`config.mk`:
```
export PLATFORM = sky130hd
export DESIGN_NAME = fetchStage
export DESIGN_NICKNAME = d
export VERILOG_FILES = /design/src/verilog/cpuPkg.sv /design/src/verilog/fetchStage.sv
export SDC_FILE = /design/constraint.sdc
export NUM_CORES = 1
export LEC_CHECK = 0
export ABC_AREA = 1
export ABC_CLOCK_PERIOD_IN_PS = 3100
export CORE_MARGIN = 5
export CORE_UTILIZATION = 60
export DETAILED_ROUTE_END_ITERATION = 16
export DONT_BUFFER_PORTS = 1
export PLACE_DENSITY = 0.78
export SETUP_SLACK_MARGIN = 0.02
export SKIP_CTS_REPAIR_TIMING = 1
export SYNTH_ARGS = -nofsm -noshare
export SYNTH_HDL_FRONTEND = slang
export SYNTH_SLANG_ARGS = --single-unit
```
`constraint.sdc`:
```
create_clock -name clk -period 3.1 [get_ports clk]
set_clock_uncertainty 0.05 [all_clocks]
set_input_delay 0.775 -clock clk [delete_from_list [all_inputs] [get_ports clk]]
set_output_delay 0.775 -clock clk [all_outputs]
set_load 0.02 [all_outputs]
```
`src/program.hex`:
```
// One 16-bit instruction word per line in hex, starting at address 0
// Fields: opcode[15:12] rd or cond[11:8] rs[7:4] rt or imm[3:0]
a105 // LLB r1, 0x05
a207 // LLB r2, 0x07
0312 // ADD r3, r1, r2
b312 // LHB r3, 0x12
9302 // SW r3, 4(r0)
8402 // LW r4, 4(r0)
3541 // XOR r5, r4, r1
ca01 // B LE, not taken
c401 // B GT, taken
a911 // squashed marker
4654 // SLL r6, r5, 4
5763 // SRL r7, r6, 3
2873 // AND r8, r7, r3
c001 // B NE, not taken
c201 // B EQ, taken
a922 // squashed marker
c601 // B LT, not taken
cc01 // B OV, not taken
c801 // B GE, taken
aa33 // squashed marker
1b12 // SUB r11, r1, r2
c001 // B NE, taken
aa44 // squashed marker
c201 // B EQ, not taken
c801 // B GE, not taken
c601 // B LT, taken
ac55 // squashed marker
adff // LLB r13, 0xff
bd7f // LHB r13, 0x7f
0edd // ADD r14, r13, r13
cc01 // B OV, taken
af66 // squashed marker
ca01 // B LE, taken
af77 // squashed marker
ec00 // PCS r12
af4c // LLB r15, 0x4c
d0f0 // BR r15
a988 // squashed marker
ce01 // B AL, taken
aa99 // squashed marker
0012 // ADD r0, r1, r2
090b // ADD r9, r0, r11
f000 // HLT
aabb // never fetched into decode

```
`src/verilog/cpuPkg.sv`:
```
package cpuPkg;

	// Datapath and storage sizes
	localparam int dataWidth = 16;
	localparam int regCount = 16;
	localparam int regIdxWidth = $clog2(regCount);
	localparam int imemDepth = 256;
	localparam int dmemDepth = 256;

	typedef logic [dataWidth-1:0] wordT;
	typedef logic [regIdxWidth-1:0] regIdxT;

	// Opcode field, bits 15:12 (6 and 7 unused)
	typedef enum logic [3:0] {
		opAdd = 4'h0,
		opSub = 4'h1,
		opAnd = 4'h2,
		opXor = 4'h3,
		opSll = 4'h4,
		opSrl = 4'h5,
		opLw = 4'h8,
		opSw = 4'h9,
		opLlb = 4'ha,
		opLhb = 4'hb,
		opB = 4'hc,
		opBr = 4'hd,
		opPcs = 4'he,
		opHlt = 4'hf
	} opcodeT;

	// Branch condition, bits 11:9 of B
	typedef enum logic [2:0] {
		condNe = 3'b000,
		condEq = 3'b001,
		condGt = 3'b010,
		condLt = 3'b011,
		condGe = 3'b100,
		condLe = 3'b101,
		condOv = 3'b110,
		condAl = 3'b111
	} condT;

	// Writeback source
	typedef enum logic [1:0] {
		srcAlu = 2'd0,
		srcMem = 2'd1,
		srcImm = 2'd2,
		srcPcs = 2'd3
	} srcSelT;

	typedef struct packed {
		logic regWrite;
		logic memRead;
		logic memWrite;
		logic aluImm;
		logic setsAll;
		logic setsZ;
		srcSelT wbSrc;
		logic isHalt;
	} ctrlT;

	typedef struct packed {
		logic n;
		logic v;
		logic z;
	} flagsT;

	// Stage payloads, all zero is a bubble
	typedef struct packed {
		wordT instr;
		wordT pcPlus2;
	} ifIdT;

	typedef struct packed {
		ctrlT ctrl;
		opcodeT opcode;
		regIdxT rd;
		regIdxT rs;
		regIdxT rt;
		wordT rsVal;
		wordT rtVal;
		wordT imm;
		wordT pcPlus2;
	} idExT;

	typedef struct packed {
		ctrlT ctrl;
		regIdxT rd;
		wordT aluResult;
		wordT storeData;
		wordT imm;
		wordT pcPlus2;
	} exMemT;

	typedef struct packed {
		logic regWrite;
		regIdxT rd;
		wordT wbData;
		logic isHalt;
	} memWbT;

	// Retire bus out of the memWb register
	typedef struct packed {
		logic en;
		regIdxT regAddr;
		wordT data;
	} wbBusT;

endpackage

```
`src/verilog/fetchStage.sv`:
```
module fetchStage (
	input logic clk,
	input logic reset,
	input logic stall,
	input logic halted,
	input logic branchTaken,
	input logic [cpuPkg::dataWidth-1:0] branchTarget,
	output logic [cpuPkg::dataWidth-1:0] pc,
	output cpuPkg::ifIdT ifId
);
	import cpuPkg::*;

	// Instruction ROM, one word per entry
	wordT rom [imemDepth];
	wordT pcPlus2;

	initial begin
		$readmemh("/design/src/program.hex", rom);
	end

	// Sequential successor
	assign pcPlus2 = pc + wordT'(2);

	// Redirect first, then hold on stall or halt
	always_ff @(posedge clk) begin
		if (reset) begin
			pc <= '0;
		end else if (branchTaken) begin
			pc <= branchTarget;
		end else if (!(stall || halted)) begin
			pc <= pcPlus2;
		end
	end

	// Byte address to word index
	assign ifId.instr = rom[pc[$clog2(imemDepth):1]];

	// Nonzero pcPlus2 marks a real instruction in ifId
	assign ifId.pcPlus2 = pcPlus2;

endmodule

```
==> impl_summary.md <==
Min path
The hold-critical path depth is 1. The hold path startpoint is reset. The worst hold-check path type is primary input to flip-flop. For hold timing, the worst endpoint is pc[15].

Die
Once the floorplan was initialized, standard cells occupied 63.1% of the core. The area inside the core boundary is 1960 um^2. The die covers 3070 um^2. The floorplan step set the die height to 55.4 um. In this run the count of I/O pins placed on the die edge is 69.

The floorplan step set the die width to 55.4 um. The floorplan has 16 rows.

Synth
The fraction of synthesized cell area taken by the top area cell type is 25.9%. The number of instances in the synthesized netlist is 192. After synthesis, the share of flip-flops with an asynchronous set or reset is 0%. Ranked by total cell area, the synthesized netlist is headed by sky130_fd_sc_hd__dfxtp_1 (26%), sky130_fd_sc_hd__nand2_1 (17%), sky130_fd_sc_hd__buf_4 (10%). The synthesized design spends more area on one cell type than any other, namely sky130_fd_sc_hd__dfxtp_1. The number of enable-type register cells in the synthesized netlist is 0. The synthesized netlist occupies a cell area of 1240 um^2. The synthesized flop and latch total is 16. The mean post-synth cell area is 6.45 um^2.

The leading register cell type out of synthesis is sky130_fd_sc_hd__dfxtp_1. In this run, distinct cell masters in the synthesized netlist total 28. During synthesis, Yosys emitted a total of 0 warnings. Of the synthesized area, sequential elements account for 25.9%.

Finish
The register containing the most flip-flops in the final layout is pc. The register with the most flip-flops in the layout has 16 of them. Once layout is complete, the utilization of the core stands at 61.7%. In the final design database the tool counted 211 nets. In the layout the commonest cells are sky130_fd_sc_hd__nand2_1 (57), sky130_fd_sc_hd__inv_1 (27), sky130_fd_sc_hd__conb_1 (16), sky130_fd_sc_hd__dfxtp_1 (16), sky130_fd_sc_hd__a21oi_1 (11). The final design area excluding fillers is 1210 um^2. The number of diodes is 0. Leaving out fill and tap cells, the most frequent cell in the layout is sky130_fd_sc_hd__nand2_1.

The post-route netlist has 9.57% of its cells at a drive strength greater than 1. The largest registers in the layout are pc x16. Relative to the synthesized area, the layout overhead comes to -2.32%.

Timing
The final-layout worst hold slack is 482 ps. At the pin with the least slew margin, the transition time is 578 ps. Setup violations remaining at the end of the flow were counted as 0. In this run the tightest slew margin relative to its limit is 61.2%.

The final count of hold timing violations is 0. The routed design could run at a clock period as short as 2740 ps. The count of pins over their slew limit is 0. The share of the clock period used by the worst path after layout is 88.2%. Setup repair after global routing left no endpoint under its margin. In the final timing run, aggregate negative setup slack is 0 ps. Static timing analysis puts the maximum clock frequency at 0.366 GHz.

Clocking
Clock tree synthesis selected as its root buffer the cell sky130_fd_sc_hd__clkbuf_4. The clock latency on the worst-skew pair is 290 ps. CTS built an H-tree with a depth of 1. The TritonCTS buffer count is 3. Counting every sink on the clock net gives 16.

The CTS clock-pin slew for the worst setup and hold paths is 100 ps. No sink is reached through more buffers than the 2 on the longest clock path. TritonCTS built the clock tree.

GRT
The first global-routing pass estimated 4710 um of wire. The via count of the first global-routing pass is 1037. The total grt overflow is 0. The initial antenna violation count is 0.

Global routing consumed, over all layers together, 18.5% of the routing resources. Entering global routing, the biggest net connects 19 pins.

Worst setup path
The kind of critical path is flip-flop to primary output. The critical register-to-register path endpoint is pc[9]. The worst setup path is captured at a primary output. The arrival time of the worst setup path is 1910 ps.

The worst register-to-register path begins at pc[1]. The minimum setup slack among reg-to-reg paths is 1110 ps. In this run the worst setup path begins at pc[1].

The endpoint required time on the critical path is 2270 ps. The kind of start point of the critical path is a flip-flop. The depth of the worst register-to-register path is 7. The largest fanout of any net on the critical path is 5.

Outcome
The flow ran to the end, and the final reports show no timing, DRC or antenna violations.

Power and ir drop
Registers are responsible for 52.1% of the overall power. The fraction of power consumed by the clock network is 29.3%. The design internal power is 0.313 mW. The areal power density over the cells is 403 nW/um^2. The fraction of power consumed by combinational cells is 18.6%. Summed over all cells, the static leakage comes to 0.535 nW.

The net switching component of the power is 0.175 mW. The switching share of power is 35.8%. The largest vdd supply drop is 0.320 mV.

Placed design
Summed over all nets, the half-perimeter wirelength after detailed placement is 2320 um. The placed standard-cell area is 1170 um^2. Input and output buffers added on the ports amount to 0.

The final RePlAce weighted congestion is 0.765.

Detailed routing
The met2 wirelength from detailed routing is 1380 um. The post-route met1 wirelength is 1190 um. The total number of vias is 1121. In the final routed layout, each cell accounts on average for 13.6 um. For this block, the initial DRC count from the detailed router was 27. The first-pass iteration count of the detailed router is 4. The routed wire length is 2920 um. The remaining design rule violation count is 0. The number of nets with antenna violations after routing is 0.

Using the TritonRoute via totals, the vias-per-cell ratio works out to 5.21. In the detailed route, the total length drawn on met3 is 312 um. The uppermost layer routed is met4.

Job
Across the run, the number of max-cap violations was 0.
## critical path: stages, from the launching register on
cell,delay (ps)
sky130_fd_sc_hd__dfxtp_1,550
sky130_fd_sc_hd__ha_1,270
sky130_fd_sc_hd__nand3_2,150
sky130_fd_sc_hd__inv_1,160
sky130_fd_sc_hd__nand2_1,80
sky130_fd_sc_hd__xor2_1,420
## Yosys cell counts, types with 4 or more instances
library cell and number:
sky130_fd_sc_hd__dfxtp_1 16, sky130_fd_sc_hd__buf_4 17, sky130_fd_sc_hd__a21oi_1 11, sky130_fd_sc_hd__nor2_1 9
sky130_fd_sc_hd__o21ai_0 8, sky130_fd_sc_hd__nand3_1 8, sky130_fd_sc_hd__nand2_1 57, sky130_fd_sc_hd__buf_2 4
sky130_fd_sc_hd__inv_1 27, sky130_fd_sc_hd__nor2_4 4
## metal layers
layer	up-vias	track usage, %
met2	59	30.7
met1	502	21.6
li1	555	-
met5	-	0
met4	0	6.25
met3	5	6.99
## worst max-delay path by stage
stage	endpoint	slack, ps	cells past startpoint
after floorplan	ifId[9]	840	5
after global placement	ifId[9]	740	5
after detailed placement	ifId[9]	710	5
after CTS	ifId[9]	380	5
after global routing	ifId[11]	280	7
final	ifId[9]	360	5
## kinds of logic after synthesis
group | share of synthesized area [%]
compound gates | 11.9
xor+xnor | 6.16
fa+ha+maj | 1.01
buf+inv | 21.0
flops | 25.9
other cells | 0.303
simple gates | 33.7
## power groups by stage
stage	clock network [mW]	registers (mW)	logic, mW
final	0.143	0.254	0.0908
after floorplan	0	0.252	0.105
after detailed placement	0	0.259	0.0906
after global placement	0	0.258	0.0873
after CTS	0.143	0.254	0.0910
after global routing	0.145	0.256	0.101
## through the flow
stage                     instances  power (mW)  setup WS [ps]
after floorplan                 207       0.357            837
after global placement          211       0.345            737
after detailed placement        211       0.349            705
after CTS                       215       0.488            377
after global routing            215       0.502            276
final                           215       0.487            365
## area by class of cell
cell class,instances,area [um^2]
Tap cell,27,33.8
Sequential cell,16,320
Fill cell,197,752
Inverter,28,105
Clock buffer,4,36.3
Multi-Input combinational cell,140,714
No activity file was read; power rests on OpenSTA's default activity.
