### config.mk
export PLATFORM = sky130hd
export DESIGN_NAME = executeStage
export DESIGN_NICKNAME = d
export VERILOG_FILES = /design/src/verilog/cpuPkg.sv /design/src/verilog/executeStage.sv
export SDC_FILE = /design/constraint.sdc
export NUM_CORES = 1
export LEC_CHECK = 0
export BUFFER_PORTS_ARGS = -buffer_cell sky130_fd_sc_hd__clkbuf_2
export CORE_AREA = 8 8 148 150
export CTS_CLUSTER_DIAMETER = 30
export DETAILED_ROUTE_END_ITERATION = 7
export DIE_AREA = 0 0 156 158
export PLACE_DENSITY = 0.6
export SLEW_MARGIN = 25
export SYNTH_ARGS = -nofsm -noshare
export SYNTH_HDL_FRONTEND = slang
export SYNTH_SLANG_ARGS = --single-unit
### constraint.sdc
create_clock -name clk -period 9.8 [get_ports clk]
set_clock_uncertainty 0.15 [all_clocks]
set_input_delay 0.49 -clock clk [delete_from_list [all_inputs] [get_ports clk]]
set_output_delay 0.49 -clock clk [all_outputs]
set_load 0.02 [all_outputs]
### src/verilog/cpuPkg.sv
package cpuPkg;

	// Datapath and storage sizes
	localparam int dataWidth = 16;
	localparam int regCount = 16;
	localparam int regIdxWidth = $clog2(regCount);
	localparam int imemDepth = 256;
	localparam int dmemDepth = 256;

	typedef logic [dataWidth-1:0] wordT;
	typedef logic [regIdxWidth-1:0] regIdxT;

	// Opcode field, bits 15:12 (6 and 7 unused)
	typedef enum logic [3:0] {
		opAdd = 4'h0,
		opSub = 4'h1,
		opAnd = 4'h2,
		opXor = 4'h3,
		opSll = 4'h4,
		opSrl = 4'h5,
		opLw = 4'h8,
		opSw = 4'h9,
		opLlb = 4'ha,
		opLhb = 4'hb,
		opB = 4'hc,
		opBr = 4'hd,
		opPcs = 4'he,
		opHlt = 4'hf
	} opcodeT;

	// Branch condition, bits 11:9 of B
	typedef enum logic [2:0] {
		condNe = 3'b000,
		condEq = 3'b001,
		condGt = 3'b010,
		condLt = 3'b011,
		condGe = 3'b100,
		condLe = 3'b101,
		condOv = 3'b110,
		condAl = 3'b111
	} condT;

	// Writeback source
	typedef enum logic [1:0] {
		srcAlu = 2'd0,
		srcMem = 2'd1,
		srcImm = 2'd2,
		srcPcs = 2'd3
	} srcSelT;

	typedef struct packed {
		logic regWrite;
		logic memRead;
		logic memWrite;
		logic aluImm;
		logic setsAll;
		logic setsZ;
		srcSelT wbSrc;
		logic isHalt;
	} ctrlT;

	typedef struct packed {
		logic n;
		logic v;
		logic z;
	} flagsT;

	// Stage payloads, all zero is a bubble
	typedef struct packed {
		wordT instr;
		wordT pcPlus2;
	} ifIdT;

	typedef struct packed {
		ctrlT ctrl;
		opcodeT opcode;
		regIdxT rd;
		regIdxT rs;
		regIdxT rt;
		wordT rsVal;
		wordT rtVal;
		wordT imm;
		wordT pcPlus2;
	} idExT;

	typedef struct packed {
		ctrlT ctrl;
		regIdxT rd;
		wordT aluResult;
		wordT storeData;
		wordT imm;
		wordT pcPlus2;
	} exMemT;

	typedef struct packed {
		logic regWrite;
		regIdxT rd;
		wordT wbData;
		logic isHalt;
	} memWbT;

	// Retire bus out of the memWb register
	typedef struct packed {
		logic en;
		regIdxT regAddr;
		wordT data;
	} wbBusT;

endpackage

### src/verilog/executeStage.sv
module executeStage (
	input logic clk,
	input logic reset,
	input cpuPkg::idExT idEx,
	input cpuPkg::exMemT exMemFwd,
	input cpuPkg::wbBusT wb,
	output cpuPkg::exMemT exMem,
	output cpuPkg::flagsT flags,
	output cpuPkg::ctrlT setsFlags
);
	import cpuPkg::*;

	flagsT flagsQ;
	wordT memFwdVal;
	wordT opA;
	wordT opRt;
	wordT opB;
	wordT sum;
	wordT diff;
	wordT result;
	logic ovf;

	// Youngest producer wins
	function automatic wordT forwardOp(input regIdxT src, input wordT regVal);
		if (exMemFwd.ctrl.regWrite && exMemFwd.rd == src) begin
			return memFwdVal;
		end
		if (wb.en && wb.regAddr == src) begin
			return wb.data;
		end
		return regVal;
	endfunction

	// Value the MEM instruction will write
	// Loads never reach here because of the load-use stall
	always_comb begin
		case (exMemFwd.ctrl.wbSrc)
			srcImm: memFwdVal = exMemFwd.imm;
			srcPcs: memFwdVal = exMemFwd.pcPlus2;
			default: memFwdVal = exMemFwd.aluResult;
		endcase
	end

	always_comb begin
		opA = forwardOp(idEx.rs, idEx.rsVal);
		opRt = forwardOp(idEx.rt, idEx.rtVal);
		opB = idEx.ctrl.aluImm ? idEx.imm : opRt;
		sum = opA + opB;
		diff = opA - opB;
		ovf = 1'b0;
		case (idEx.opcode)
			opAdd: begin
				result = sum;
				ovf = (opA[dataWidth-1] == opB[dataWidth-1]) &&
					(sum[dataWidth-1] != opA[dataWidth-1]);
			end
			opSub: begin
				result = diff;
				ovf = (opA[dataWidth-1] != opB[dataWidth-1]) &&
					(diff[dataWidth-1] != opA[dataWidth-1]);
			end
			opAnd: result = opA & opB;
			opXor: result = opA ^ opB;
			opSll: result = opA << opB[3:0];
			opSrl: result = opA >> opB[3:0];
			// New high byte over the old low byte
			opLhb: result = {idEx.imm[7:0], opRt[7:0]};
			// Load and store address
			default: result = sum;
		endcase
	end

	// Next flag state, also what decode sees this cycle
	always_comb begin
		flags = flagsQ;
		if (idEx.ctrl.setsAll) begin
			flags.n = result[dataWidth-1];
			flags.v = ovf;
		end
		if (idEx.ctrl.setsAll || idEx.ctrl.setsZ) begin
			flags.z = (result == '0);
		end
	end

	always_ff @(posedge clk) begin
		if (reset) begin
			flagsQ <= '0;
		end else if (idEx.ctrl.setsAll || idEx.ctrl.setsZ) begin
			flagsQ <= flags;
		end
	end

	assign setsFlags = idEx.ctrl;

	always_comb begin
		exMem.ctrl = idEx.ctrl;
		exMem.rd = idEx.rd;
		exMem.aluResult = result;
		exMem.storeData = opRt;
		exMem.imm = idEx.imm;
		exMem.pcPlus2 = idEx.pcPlus2;
	end

endmodule

==> out/qor_table.md <==
| Quantity | Value | Unit |
|:---|:---|:---|
| Count of input and output buffers | 197 | - |
| Pre-Repair DR Iteration Count | 7 | - |
| Global-route met3 utilization | 0.06579 | - |
| Core Box Area | 19710 | um2 |
| Count of endpoints failing setup in the final report | 0 | - |
| Unique cell type count in the Yosys netlist | 93 | - |
| Slew Limit Fails | 0 | - |
| Cts bufs inserted | 3 | - |
| GR Overflow Total | 0 | - |
| Fraction of final layout cells sized beyond drive strength 1 | 0.2500 | - |
| Post-route fraction of the period consumed by the critical path | 0.8400 | - |
| Origin of the worst setup path | exMemFwd[69] | - |
| Static Leak | 0.002865 | uW |
| Number of sinks handled by clock tree synthesis | 3 | - |
| Pin count of the biggest net entering global routing | 32 | - |
| Number of cells upsized or downsized after cts | 0 | - |
| Detail Placement HPWL | 24750 | um |
| Number of warning messages in the yosys log | 0 | - |
| Horizontal die dimension | 156 | um |
| Most utilized layer in the global route result | met2 | - |
| Share of async-settable or async-resettable flops after synthesis | 0 | - |
| Deepest level of the CTS H-tree | 1 | - |
| Family of cells with the greatest summed delay on the critical path | simple AND/OR/NAND/NOR gates | - |
| Worst min path class | in2reg | - |
| Maximum single-stage delay on the critical path | 0.64 | ns |
| Met2 track demand over resource in global routing | 0.3588 | - |
| First-pass GRT wire length | 44590 | um |
| Final period demand of the worst path | 8.232 | ns |
| Crit Path Class | in2out | - |
| Via count | 7801 | - |
| Unrepaired setup endpoints after global routing | no | - |
| Setup Buffers After CTS | 0 | - |
| Routed WL | 30090 | um |
| Number of DRC markers after the initial detailed-route iteration | 881 | - |
| Number of flip-flops under the largest register name | 3 | - |
| Seq/Total Area, Yosys | 0.01037 | - |
| Flop and latch count out of synthesis | 3 | - |
| Beginning of the worst hold path | reset | - |
| Clock latency reported for the late side of the worst-skew pair | 0.22 | ns |
| Clock tree from TritonCTS | built | - |
| Number of synthesized flops with an enable pin | 0 | - |
| Io pins | 278 | - |
| P&R area growth vs syn | 15.17 | % |
| Synth Area per Inst | 6.377 | um2 |
| Die outline area | 24650 | um2 |
| Met1 GRT Util | 0.3053 | - |
| Buffer levels on the longest clock path | 2 | - |
| Number of antenna violations at the first check in global routing | 0 | - |
| Register with the most flip-flops | flagsQ | - |
| Clock-pin slew reported for the worst setup and hold paths after clock tree synthesis | 0.03 | ns |
| Predominant post-synthesis flop cell | dfxtp_1 | - |
| Number of hold buffers added after CTS | 0 | - |
| Post-detailed-route DRC marker count | 0 | - |
| Post-Syn Nets | 1132 | - |
| Startpoint type of the worst setup path | primary input | - |
| Top library cells by usage in the layout, fill and taps aside | clkbuf_2, nand2_1, a21oi_1 | - |
| Initial Util | 0.2937 | - |
| Slew at the pin closest to its max-slew limit | 1.010 | ns |
| Final estimated routing congestion in global placement | 0.9671 | - |
| Post-place setup slack | 1.661 | ns |
| Peak Freq | 121.5 | MHz |
| Setup Total Neg Slack | 0 | ns |
| Largest registers in the final layout | flagsQ x3 | - |
| Crit end category | output port | - |
| Relative slew margins | 0.3197 | - |
| Most frequent standard cell in the layout excluding fill and tap cells | clkbuf_2 | - |
| Antenna Diode Count | 0 | - |
| Worst-path maximum fanout | 29 | - |
| Vias/cell | 6.085 | - |
| Summed instance area of the synthesized netlist | 5791 | um2 |
| Critical Path AT | 7.59 | ns |
| Number of global-route vias before repair | 7425 | - |
| P per Cell Area | 99.19 | nW/um2 |
| Vertical die dimension | 158 | um |
| Critical path's slowest cell | nor2_4 | - |
| Number of nets at the end of the flow | 1237 | - |
| Overall Global Routing Usage | 0.2337 | - |
| Outcome | complete, no violations | - |
| CP Data Required Time | 9.16 | ns |
| Post-DR wirelength/cell | 23.47 | um |
| Final number of hold-violating endpoints | 0 | - |
| Total buffers and inverters traversed by the critical path | 3 | - |
| Syn Inst Count | 908 | - |
| Launch point of the worst reg-to-reg path | flagsQ[2] | - |
| Worst Slack Setup Final | 1.568 | ns |
| Number of maximum-capacitance violations | 0 | - |
| Cell breakdown of the critical path | clkbuf_2, mux2i_1, a21oi_1, nor3_1, a311oi_4, nor2_4, clkinv_2, ha_1, fa_1, nor2b_1, o21a_1, o21ai_0, a211o_1, nand2_1, a221o_1, a21oi_1, or4b_1, a211oi_1, nand4bb_1, or4_4, o21ai_1, clkbuf_2 | - |
| Worst vdd rail ir drop | 0.00003637 | V |
| Number of placement rows | 52 | - |
| Clock root buffer master | clkbuf_16 | - |
| Post-detailed-route count of antenna-violating nets | 0 | - |
-- worst register-to-register path: stages (launching register included) --
cell	delay (ns)
dfxtp_1	0.28
mux2_2	0.26
nor2b_1	0.13
-- stage by stage --
step	hold WS, ns	util	area [um2]	total power, uW	instances
6_report	0.3380	0.3383	6669	661.5	1282
5_1_grt	0.3505	0.3383	6669	703.5	1282
4_1_cts	0.3382	0.3383	6669	648.2	1282
3_5_place_dp	0.3425	0.3343	6590	579.9	1278
3_3_place_gp	0.3398	0.3343	6590	581.5	1278
2_1_floorplan	0.3252	-	5791	405.1	908
-- synthesized netlist by cell type, types with 4 or more instances --
cell type / n / share of area
a2111oi_0: 4 / 0.0060
a211o_1: 6 / 0.0091
a211oi_1: 7 / 0.0091
a21o_1: 10 / 0.013
a21oi_1: 72 / 0.062
a221o_1: 5 / 0.0086
a221oi_1: 9 / 0.014
a22oi_1: 6 / 0.0078
a311oi_1: 6 / 0.0091
a31o_2: 4 / 0.0060
a31oi_1: 26 / 0.028
and2_1: 4 / 0.0043
and3_1: 4 / 0.0043
buf_1: 8 / 0.0052
buf_2: 10 / 0.0086
buf_4: 55 / 0.071
clkbuf_1: 41 / 0.027
ha_1: 33 / 0.071
inv_1: 35 / 0.023
mux2_2: 5 / 0.0097
mux2i_1: 30 / 0.052
nand2_1: 89 / 0.058
nand2b_1: 11 / 0.012
nand3_1: 33 / 0.029
nand4_1: 22 / 0.024
nor2_1: 69 / 0.045
nor2b_1: 14 / 0.015
nor3_1: 46 / 0.040
nor4_1: 7 / 0.0076
o211ai_1: 10 / 0.013
o21a_1: 4 / 0.0052
o21ai_0: 55 / 0.048
o21ai_1: 12 / 0.010
o21bai_1: 6 / 0.0078
o221ai_1: 4 / 0.0060
o22ai_1: 7 / 0.0076
o31ai_1: 19 / 0.025
o32ai_1: 4 / 0.0060
or2_2: 4 / 0.0043
or3_1: 5 / 0.0054
xnor2_1: 26 / 0.039
xor2_1: 5 / 0.0076
-- routing by layer --
layer | vias to the layer above | wire length, um | share of wire
li1 | 3588 | - | -
met1 | 3594 | 12550 | 0.42
met3 | 88 | 3589 | 0.12
met2 | 531 | 12800 | 0.43
met5 | - | 0 | 0
met4 | 0 | 1148 | 0.038
-- layout make-up --
cell class | instances | area, um2
Fill cell | 2189 | 13050
Multi-Input combinational cell | 749 | 4912
Timing Repair Buffer | 216 | 1129
Tap cell | 270 | 337.8
Inverter | 40 | 151.4
Clock buffer | 4 | 78.83
Sequential cell | 3 | 60.06
-- path summary, 6_finish.rpt --
check / depth (start not counted) / slack (ns) / endpoint
worst min register to register: 2 / 0.34 / flagsQ[0]
worst max register to register: 2 / 8.87 / flagsQ[2]
worst min-delay path: 2 / 0.34 / flagsQ[1]
worst max-delay path: 22 / 1.57 / flags[0]
-- cell families (layout without fill, tap and decap cells) --
kind of cell	Yosys count	count (layout)	synth area share
multiplexers	35	35	0.06158
AO/OA/AOI/OAI	321	321	0.3851
buffers and inverters	156	260	0.1417
adder cells (fa/ha/maj)	35	35	0.07822
AND/OR/NAND/NOR	327	327	0.2761
flip-flops	3	3	0.01037
XOR/XNOR	31	31	0.04689
-- power by group --
group	total, uW	switching, uW	leakage (uW)	internal (uW)
combinational	583	386	0.00280	197
clock	65.1	11.4	0.0000382	53.7
sequential	13.3	0.160	0.0000245	13.1
Power figures use the tool's default switching activity.
